### config.mk
export PLATFORM = sky130hd
export DESIGN_NAME = mem_axil_bridge
export DESIGN_NICKNAME = d
export VERILOG_FILES = /design/src/rtl/axil_bridge_pkg.sv /design/src/rtl/mem_axil_bridge.sv
export VERILOG_INCLUDE_DIRS = /design/src /design/src/rtl
export SDC_FILE = /design/constraint.sdc
export NUM_CORES = 1
export LEC_CHECK = 0
export BUFFER_PORTS_ARGS = -buffer_cell sky130_fd_sc_hd__buf_2
export CORE_MARGIN = 5
export CORE_UTILIZATION = 35
export DETAILED_ROUTE_END_ITERATION = 10
export GPL_TIMING_DRIVEN = 0
export HOLD_SLACK_MARGIN = 0.03
export MAX_ROUTING_LAYER = met4
export PLACE_DENSITY = 0.81
export SLEW_MARGIN = 20
export SYNTH_ARGS = -nofsm -noshare
export SYNTH_HDL_FRONTEND = slang
export SYNTH_SLANG_ARGS = --single-unit
export TNS_END_PERCENT = 5
### constraint.sdc
create_clock -name clk_i -period 1.65 [get_ports clk_i]
set_input_delay 0.33 -clock clk_i [delete_from_list [all_inputs] [get_ports clk_i]]
set_output_delay 0.33 -clock clk_i [all_outputs]
set_load 0.005 [all_outputs]
### src/rtl/axil_bridge_macros.svh
// the core widths must be at least the AXI widths and MEM_WORDS must be a power of two
`ifndef AXIL_BRIDGE_MACROS_SVH
`define AXIL_BRIDGE_MACROS_SVH

// axi4-lite side
`define AXIL_AW 16
`define AXIL_DW 32
// one strobe bit per data byte
`define AXIL_SW (`AXIL_DW / 8)

// core load/store port
`define CORE_AW 32
`define CORE_DW 32
// byte enables on the core side
`define CORE_BW (`CORE_DW / 8)

// sram depth in words
`define MEM_WORDS 256

`endif

### src/rtl/axil_bridge_pkg.sv
// response and state encodings only, the widths live in the macro header
package axil_bridge_pkg;

  // axi response codes, bit 1 set means an error
  typedef enum logic [1:0] {
    RESP_OKAY   = 2'b00,
    RESP_EXOKAY = 2'b01,
    RESP_SLVERR = 2'b10,
    RESP_DECERR = 2'b11
  } axi_resp_e;

  // bridge sequencer, one axi transaction per core request
  typedef enum logic [3:0] {
    IDLE,
    READ_START,
    AR_HANDSHAKE,
    R_HANDSHAKE,
    READ_END,
    WRITE_START,
    AW_HANDSHAKE,
    W_HANDSHAKE,
    WRITE_END
  } bridge_state_e;

endpackage : axil_bridge_pkg

### src/rtl/mem_axil_bridge.sv
// one AXI4-Lite transaction in flight and core request fields must stay stable until gnt_o
`timescale 1ns/1ps

`include "axil_bridge_macros.svh"

module mem_axil_bridge
  import axil_bridge_pkg::*;
(
  input  logic                  clk_i,
  input  logic                  rst_ni,
  // core side
  input  logic                  req_i,
  output logic                  gnt_o,
  output logic                  rvalid_o,
  input  logic                  we_i,
  input  logic [`CORE_BW-1:0]   be_i,
  input  logic [`CORE_AW-1:0]   addr_i,
  input  logic [`CORE_DW-1:0]   wdata_i,
  output logic [`CORE_DW-1:0]   rdata_o,
  output logic                  err_o,
  // write address channel
  output logic [`AXIL_AW-1:0]   aw_addr_o,
  output logic                  aw_valid_o,
  input  logic                  aw_ready_i,
  // write data channel
  output logic [`AXIL_DW-1:0]   w_data_o,
  output logic [`AXIL_SW-1:0]   w_strb_o,
  output logic                  w_valid_o,
  input  logic                  w_ready_i,
  // write response channel
  input  logic [1:0]            b_resp_i,
  input  logic                  b_valid_i,
  output logic                  b_ready_o,
  // read address channel
  output logic [`AXIL_AW-1:0]   ar_addr_o,
  output logic                  ar_valid_o,
  input  logic                  ar_ready_i,
  // read data channel
  input  logic [`AXIL_DW-1:0]   r_data_i,
  input  logic [1:0]            r_resp_i,
  input  logic                  r_valid_i,
  output logic                  r_ready_o
);

  bridge_state_e state_q, state_d;

  logic err_q;        // bit 1 of the last axi response
  logic rdata_load;   // r transfer this cycle
  logic resp_load;    // r or b transfer this cycle
  logic resp_err;

  // core byte enables map straight onto the strobes
  assign w_strb_o = be_i[`AXIL_SW-1:0];

  always_ff @(posedge clk_i) begin
    if (!rst_ni) begin
      state_q <= IDLE;
      rdata_o <= '0;
      err_q   <= 1'b0;
    end else begin
      state_q <= state_d;
      if (rdata_load) begin
        rdata_o <= `CORE_DW'(r_data_i);  // zero extended when the core is wider
      end
      if (resp_load) begin
        err_q <= resp_err;
      end
    end
  end

  always_comb begin
    state_d    = state_q;
    gnt_o      = 1'b0;
    rvalid_o   = 1'b0;
    err_o      = 1'b0;
    aw_addr_o  = '0;
    aw_valid_o = 1'b0;
    w_data_o   = '0;
    w_valid_o  = 1'b0;
    b_ready_o  = 1'b0;
    ar_addr_o  = '0;
    ar_valid_o = 1'b0;
    r_ready_o  = 1'b0;
    rdata_load = 1'b0;
    resp_load  = 1'b0;
    resp_err   = 1'b0;

    unique case (state_q)
      IDLE: begin
        if (req_i) begin
          state_d = we_i ? WRITE_START : READ_START;
        end
      end

      // read path
      READ_START: begin
        ar_addr_o  = addr_i[`AXIL_AW-1:0];  // upper core bits dropped
        ar_valid_o = 1'b1;
        if (ar_ready_i) begin
          state_d = AR_HANDSHAKE;
        end
      end
      AR_HANDSHAKE: begin
        r_ready_o = 1'b1;
        if (r_valid_i) begin
          rdata_load = 1'b1;
          resp_load  = 1'b1;
          resp_err   = r_resp_i[1];
          state_d    = R_HANDSHAKE;
        end
      end
      R_HANDSHAKE: begin
        gnt_o   = 1'b1;
        state_d = READ_END;
      end
      READ_END: begin
        rvalid_o = 1'b1;
        err_o    = err_q;
        state_d  = IDLE;
      end

      // write path, aw and w offered together
      WRITE_START: begin
        aw_addr_o  = addr_i[`AXIL_AW-1:0];
        aw_valid_o = 1'b1;
        w_data_o   = wdata_i[`AXIL_DW-1:0];
        w_valid_o  = 1'b1;
        if (aw_ready_i && w_ready_i) begin
          state_d = W_HANDSHAKE;
        end else if (aw_ready_i) begin
          state_d = AW_HANDSHAKE;  // w still owed
        end
      end
      AW_HANDSHAKE: begin
        w_data_o  = wdata_i[`AXIL_DW-1:0];
        w_valid_o = 1'b1;
        if (w_ready_i) begin
          state_d = W_HANDSHAKE;
        end
      end
      W_HANDSHAKE: begin
        b_ready_o = 1'b1;
        if (b_valid_i) begin
          gnt_o     = 1'b1;
          resp_load = 1'b1;
          resp_err  = b_resp_i[1];
          state_d   = WRITE_END;
        end
      end
      WRITE_END: begin
        rvalid_o = 1'b1;
        err_o    = err_q;
        state_d  = IDLE;
      end

      default: begin
        state_d = IDLE;
      end
    endcase
  end

endmodule : mem_axil_bridge

==> impl_results.md, run 1 <==
* Top library cells by usage in the layout, fill and taps aside: buf_2 (189), nand2_1 (73), and2_1 (56), dfxtp_1 (33), a21boi_1 (30)
* Chip height at 87.29 µm
* XOR/XNOR share of the synthesized area at 0.8378%
* Residual overflow from global routing at 0
* 1st-pass router iterations at 4
* Area overhead of the layout relative to synthesis at 77.38%
* Initial antenna violation count at 0
* Met3 WL at 681 µm
* CTS tree: done
* Clock-pin slew on the worst setup and hold paths at 0.07 ns
* Filler cells at 526
* Final number of max-transition violations at 0
* Lkg Pwr at 1.974 nW
* Worst slew slack as a fraction of its limit at 71.68%
* RSZ-0062 raised after global routing: true
* Yosys synthesis warning count at 0
* Dpl hpwl at 6258 µm
* Average size of a mapped cell at 7.658 µm²
* Per-cell routed wire length at 14.37 µm
* Final antenna diode count at 0
* Required time of the critical path at 1.32 ns
* Count of cells along the worst register-to-register path at 7
* Syn Inst Count at 273
* Total CTS buffers at 5
* Synthesized cell area at 2091 µm²
* Post-CTS Hold Buffers at 0
* Worst hold path class: in2reg
* Proportion of netlist area held by the largest area contributor at 35.43%
* Final Hold Viols at 0
* Width of the die at 87.29 µm
* Worst setup path category: reg2out
* DRC violations left at 0
* Number of violations of the max-capacitance limit at 0
* Worst-skew pair later-pin latency at 0.28 ns
* Via count of the first global-routing pass at 2,486
* Post-route fraction of the period consumed by the critical path at 113.1%
* Count of pins on the block boundary at 221
* Power density normalized to cell area at 971.3 nW/µm²
* Sum of negative setup slack at -9.039 ns
* Core Footprint at 5851 µm²
* Clock sink total at 37
* Root buf cell: clkbuf_8
* FF-to-FF Start: state_q[0]$_SDFFE_PN0P_
* Initial DRC Count at 105
* Largest cells by area after synthesis: dfxtp_1 (35%), and2_1 (20%), nand2_1 (13%)
* Outcome: finished, violations left
* Critical path startpoint category: register
* Seq cells post-synth at 37
* Antenna Nets Post-Route at 0
* Area share of and/or/nand/nor cells after synthesis at 41.59%
* Cell type contributing the most total cell area after synthesis: dfxtp_1
* Routability-driven placement congestion ratio at 0.8053
* Critical path capture point type: output pin
* Highest attainable clock frequency at 535.7 MHz
* Number of distinct library cells after synthesis at 31
* Fraction of layout instances using a drive strength above 1 at 53.44%
* Total wirelength of the detailed-routed design at 8176 µm
* Reg-to-reg slack, setup at 0.04 ns
* Multiplexer fraction of the synthesized cell area at 1.496%
* Pin count of the biggest net entering global routing at 12
* Worst Setup EP: w_data_o[22]
* Highest Signal Layer: met4
* Maximum clock skew at final layout at 0.005424 ns
* Quantity of I/O buffers inserted on ports at 198
* Cell Rows at 28
* Total power consumption of the routed design at 3.602 mW
* Die Outline Area at 7620 µm²
* Placed cell count at 546
* Area taken by multi-input logic gates at 1308 µm²
* M1 wire length at 2992 µm
* H-tree depth reported by CTS at 2
* Global-route wire length before repair at 11,570 µm
* Via density per instance at 4.615
* Routed wire length on met2 at 4381 µm
* Min Tclk post-route at 1.867 ns
* Endpoint of the lowest-slack register-to-register path: rdata_o[4]$_SDFFE_PN0P_
* Max FO, Critical Path at 5
* Critical path startpoint: state_q[0]$_SDFFE_PN0P_
* Setup-failing EPs final at 67
* Vias at 2,626
* Initial standard-cell utilization of the core at 35.74%
* Violations in the final reports: setup timing
* Synthesized Nets at 386
* Least setup slack across all paths after layout at -0.2168 ns
* Dominant combinational cell family by area after synthesis: simple AND/OR/NAND/NOR gates
* Share of synthesized cell area in full adder, half adder and majority cells at 0%
* Final Instance Count excl. Fillers at 569
* CTS max path bufs at 2
* Largest vdd supply drop at 725.1 µV
* Sequential-to-total area share from yosys stat at 35.43%
* Overall fraction of global-route tracks in use at 19.39%
* Signal arrival time at the worst endpoint at 1.54 ns
* Slew at the pin with the worst max-slew slack at 0.4249 ns
* Combined flip-flop and latch cell area at 753.2 µm²
* Share of the synthesized area in compound gates (AO/OA/AOI/OAI) at 14.72%
* Most common cell after layout, fill and taps aside: buf_2
* Number of nets in the layout at 606
==> power by group <==
part | internal (mW) | leakage (nW) | total [mW] | switching [mW]
sequential | 0.999 | 0.302 | 1.09 | 0.0902
combinational | 0.946 | 1.61 | 1.70 | 0.752
clock | 0.493 | 0.0585 | 0.814 | 0.321
total | 2.44 | 1.97 | 3.60 | 1.16
==> synthesized netlist by cell type <==
| master | count |
|---|---|
| buf_2 | 3 |
| mux2i_1 | 2 |
| and4_1 | 1 |
| a41o_1 | 1 |
| or3_4 | 1 |
| dfxtp_1 | 37 |
| and4b_1 | 1 |
| nand2b_1 | 3 |
| a31oi_1 | 1 |
| o21ai_1 | 2 |
| nor3_2 | 1 |
| nor2b_1 | 4 |
| a21oi_1 | 2 |
| a22oi_1 | 1 |
| and2_1 | 67 |
| a32oi_1 | 1 |
| a21boi_1 | 30 |
| o211ai_1 | 1 |
| nand2_1 | 73 |
| nor3_1 | 4 |
| nor2_1 | 4 |
| a21boi_0 | 3 |
| and3_1 | 1 |
| clkbuf_1 | 12 |
| nand3_1 | 2 |
| mux2_2 | 1 |
| buf_4 | 8 |
| buf_1 | 1 |
| nor4b_4 | 1 |
| and3b_1 | 2 |
| xnor2_1 | 2 |
==> worst max-delay path, cell delays in order (launching register included) <==
cell,delay (ns)
dfxtp_4,0.37
nand2b_4,0.16
a21oi_4,0.22
buf_12,0.16
buf_8,0.10
and2_1,0.13
buf_2,0.12
==> stage by stage <==
| stage | cell area [µm²] | utilization, % | worst slack, ns | hold slack [ns] |
|---|---|---|---|---|
| finish | 3709 | 63.39 | -0.2168 | 0.2734 |
| detailed placement | 3176 | 54.28 | -0.3314 | 0.4415 |
| floorplan | 2091 | - | 0.05860 | 0.4499 |
| CTS | 3552 | 60.71 | -0.1847 | 0.2654 |
| global route | 3709 | 63.39 | -0.2834 | 0.2651 |
| global placement | 3176 | 54.28 | -0.2736 | 0.4384 |
==> sequential cells by signal (all words and copies together), names as in the netlist <==
signal / cells
err_q: 1
rdata_o: 32
state_q: 4
==> routing by layer <==
layer	vias up	GRT usage (%)
met3	14	4.920
met1	1192	20.98
met5	-	-
met4	0	5.718
li1	1313	-
met2	107	34.66
==> cells by family (layout without fill, tap and decap cells) <==
kind of cell | after synthesis | in the layout
xor gates and xnor gates | 2 | 2
buffers and inverters | 24 | 245
muxes | 3 | 3
AOI/OAI and AO/OA | 42 | 42
and+or+nand+nor | 165 | 165
DFF | 37 | 37
==> layout make-up <==
cell class              count  area share [%]
flip-flops and latches     37           20.31
repair buffers            214           33.84
well taps                  75           2.530
multi-input cells         212           35.26
plain buffers              23           4.926
clock buffers               7           2.328
clock inverters             1          0.8097
==> how the worst min path moves through the flow <==
stage / cells after the start / slack (ns) / to / start
3_5_place_dp: 2 / 0.44 / rdata_o[3]$_SDFFE_PN0P_ / rdata_o[3]$_SDFFE_PN0P_
6_report: 3 / 0.27 / rdata_o[27]$_SDFFE_PN0P_ / r_data_i[27]
2_1_floorplan: 2 / 0.45 / err_q$_SDFFE_PN0P_ / err_q$_SDFFE_PN0P_
5_1_grt: 3 / 0.27 / rdata_o[27]$_SDFFE_PN0P_ / r_data_i[27]
3_3_place_gp: 2 / 0.44 / rdata_o[5]$_SDFFE_PN0P_ / rdata_o[5]$_SDFFE_PN0P_
4_1_cts: 3 / 0.27 / rdata_o[27]$_SDFFE_PN0P_ / r_data_i[27]
==> timing repair <==
item	CTS	global route
pin swaps	19	12
resized for setup	43	34
buffers inserted	6	5
setup endpoints to repair	71	101
cloned	4	1
Note: power is estimated with default switching activity, not from simulation.
==> run 2: changes to the inputs <==
--- a/config.mk
+++ b/config.mk
@@ -7,6 +7,7 @@
 export NUM_CORES = 1
 export LEC_CHECK = 0
 export BUFFER_PORTS_ARGS = -buffer_cell sky130_fd_sc_hd__buf_2
+export CORE_ASPECT_RATIO = 0.8
 export CORE_MARGIN = 5
 export CORE_UTILIZATION = 35
 export DETAILED_ROUTE_END_ITERATION = 10
@@ -18,4 +19,3 @@
 export SYNTH_ARGS = -nofsm -noshare
 export SYNTH_HDL_FRONTEND = slang
 export SYNTH_SLANG_ARGS = --single-unit
-export TNS_END_PERCENT = 5
==> impl_results.md, run 2 (same netlist as run 1, synthesis figures left out) <==
* 1st-pass router iterations at 4
* Cell-internal power at 2.395 mW
* RSZ-0062 raised after global routing: true
* Share of power burned in the clock network at 17.4%
* Antenna Nets Post-Route at 0
* Reg-to-reg slack, setup at 0.06 ns
* Quantity of I/O buffers inserted on ports at 198
* Seq pwr share at 30.3%
* Core Footprint at 5849 µm²
* Area overhead of the layout relative to synthesis at 82.23%
* Lkg Pwr at 1.995 nW
* CTS tree: done
* Filler cells at 519
* Required time of the critical path at 1.32 ns
* H-tree depth reported by CTS at 2
* Cells on Worst Hold Path at 3
* Worst hold path class: in2reg
* Post-detailed-placement cell area at 3183 µm²
* Critical path startpoint category: register
* CTS max path bufs at 2
* Buf+Inv Stages, Crit Path at 3
* Critical path startpoint: state_q[1]$_SDFFE_PN0P_
* Setup-failing EPs final at 68
* CP max-delay cell: dfxtp_4
* Least setup slack across all paths after layout at -0.2147 ns
* Slew at the pin with the worst max-slew slack at 0.4219 ns
* Min Tclk post-route at 1.865 ns
* Via count of the first global-routing pass at 2,639
* Maximum clock skew at final layout at 0.006829 ns
* Critical path capture point type: output pin
* Launch instance of the worst min-delay path: r_data_i[28]
* Dpl hpwl at 6022 µm
* Cell breakdown of the critical path: nand2b_4 -> buf_4 -> nor2_4 -> buf_6 -> and2_4 -> buf_2
* Switching power of the nets at 1.206 mW
* Number of violations of the max-capacitance limit at 0
* FF-to-FF Start: state_q[2]$_SDFFE_PN0P_
* Max FO, Critical Path at 7
* Die Outline Area at 7629 µm²
* Clock sink total at 37
* Width of the die at 96.41 µm
* Count of pins on the block boundary at 221
* Worst-skew pair later-pin latency at 0.28 ns
* Routability-driven placement congestion ratio at 0.8420
* Chip height at 79.13 µm
* Register name with the most flops: rdata_o
* Endpoint of the lowest-slack register-to-register path: state_q[0]$_SDFFE_PN0P_
* Initial DRC Count at 102
* Top library cells by usage in the layout, fill and taps aside: buf_2 (179), nand2_1 (72), and2_1 (44), dfxtp_1 (33), a21boi_1 (29)
* Violations in the final reports: setup timing
* Signal arrival time at the worst endpoint at 1.53 ns
* WHS Endpoint: rdata_o[28]$_SDFFE_PN0P_
* Largest stage delay, worst path at 0.37 ns
* Outcome: finished, violations left
* Clock-pin slew on the worst setup and hold paths at 0.07 ns
* Total wirelength of the detailed-routed design at 8508 µm
* Pin count of the biggest net entering global routing at 11
* Per-cell routed wire length at 14.80 µm
* Vias at 2,672
* Post-CTS Hold Buffers at 0
* Power density normalized to cell area at 945.2 nW/µm²
* Total CTS buffers at 5
* Final number of max-transition violations at 0
* Initial antenna violation count at 0
* Final Hold Viols at 0
* Cell family with the largest share of critical-path delay: simple AND/OR/NAND/NOR gates
* Worst slew slack as a fraction of its limit at 71.88%
* Most common cell after layout, fill and taps aside: buf_2
* Initial standard-cell utilization of the core at 35.74%
* Fraction of layout instances using a drive strength above 1 at 56.88%
* DRC violations left at 0
* Worst setup path category: reg2out
* Root buf cell: clkbuf_8
* Number of nets in the layout at 607
* Largest vdd supply drop at 444.4 µV
* Count of cells along the worst register-to-register path at 5
* Highest attainable clock frequency at 536.3 MHz
* Combinational share of power at 52.3%
* Sw Ratio at 33.50%
* Post-route fraction of the period consumed by the critical path at 113.0%
* Via density per instance at 4.647
* Overall fraction of global-route tracks in use at 20.52%
* Cell Rows at 25
* Biggest regs: rdata_o x32, state_q x4, err_q x1
* Finished layout cell area at 3810 µm²
* Residual overflow from global routing at 0
* Number of flip-flops in the largest register at 32
* Global-route wire length before repair at 12,180 µm
* Final worst hold slack at 0.2851 ns
* Final antenna diode count at 0
==> run 2: layer usage <==
layer	GRT usage, %	up-vias	routed length, µm
met1	24.37	1221	3245
li1	-	1314	-
met2	35.49	127	4546
met4	4.342	0	93
met3	4.545	10	622
met5	-	-	0
==> run 2: area by class of cell <==
cell class              instances  area [µm²]  area share, %
repair buffers                215        1305          34.25
flip-flops and latches         37       755.7          19.84
clock buffers                   7       86.33          2.266
plain buffers                  23       210.2          5.517
well taps                      81       101.3          2.660
multi-input cells             212        1351          35.47
==> run 2: what timing repair did <==
item                       in CTS  in global routing
buffers inserted                5                  8
gates resized for setup        60                 49
setup endpoints to repair      71                102
cloned                          4                  0
pin swaps                      18                 17
==> run 2: worst max path at each step <==
stage / end / slack, ns / depth (start not counted)
global route: w_data_o[10] / -0.27 / 6
floorplan: w_data_o[22] / 0.06 / 5
global placement: w_data_o[25] / -0.31 / 6
detailed placement: w_data_o[30] / -0.37 / 6
CTS: w_data_o[30] / -0.19 / 7
finish: aw_addr_o[5] / -0.21 / 6
==> run 2: power by group through the flow <==
stage,Combinational (mW),Clock (mW),Sequential [mW]
global placement,1.22,0,1.07
global route,2.05,0.694,1.10
floorplan,0.714,0,1.07
CTS,1.52,0.646,1.09
finish,1.88,0.627,1.09
detailed placement,1.25,0,1.08
==> run 2: worst min-delay path: stages <==
cell and delay [ns]:
buf_2 0.09, nand2_1 0.04, a21boi_1 0.05
==> run 2: through the flow <==
step | total power [mW] | TNS (ns) | util (%) | setup slack, ns | cells
after floorplan | 1.786 | 0 | - | 0.05860 | 273
after detailed placement | 2.332 | -14.55 | 54.42 | -0.3660 | 552
after global routing | 3.844 | -15.42 | 65.13 | -0.2697 | 575
after global placement | 2.297 | -11.36 | 54.42 | -0.3092 | 552
final | 3.601 | -10.81 | 65.13 | -0.2147 | 575
after CTS | 3.256 | -8.566 | 61.05 | -0.1895 | 568
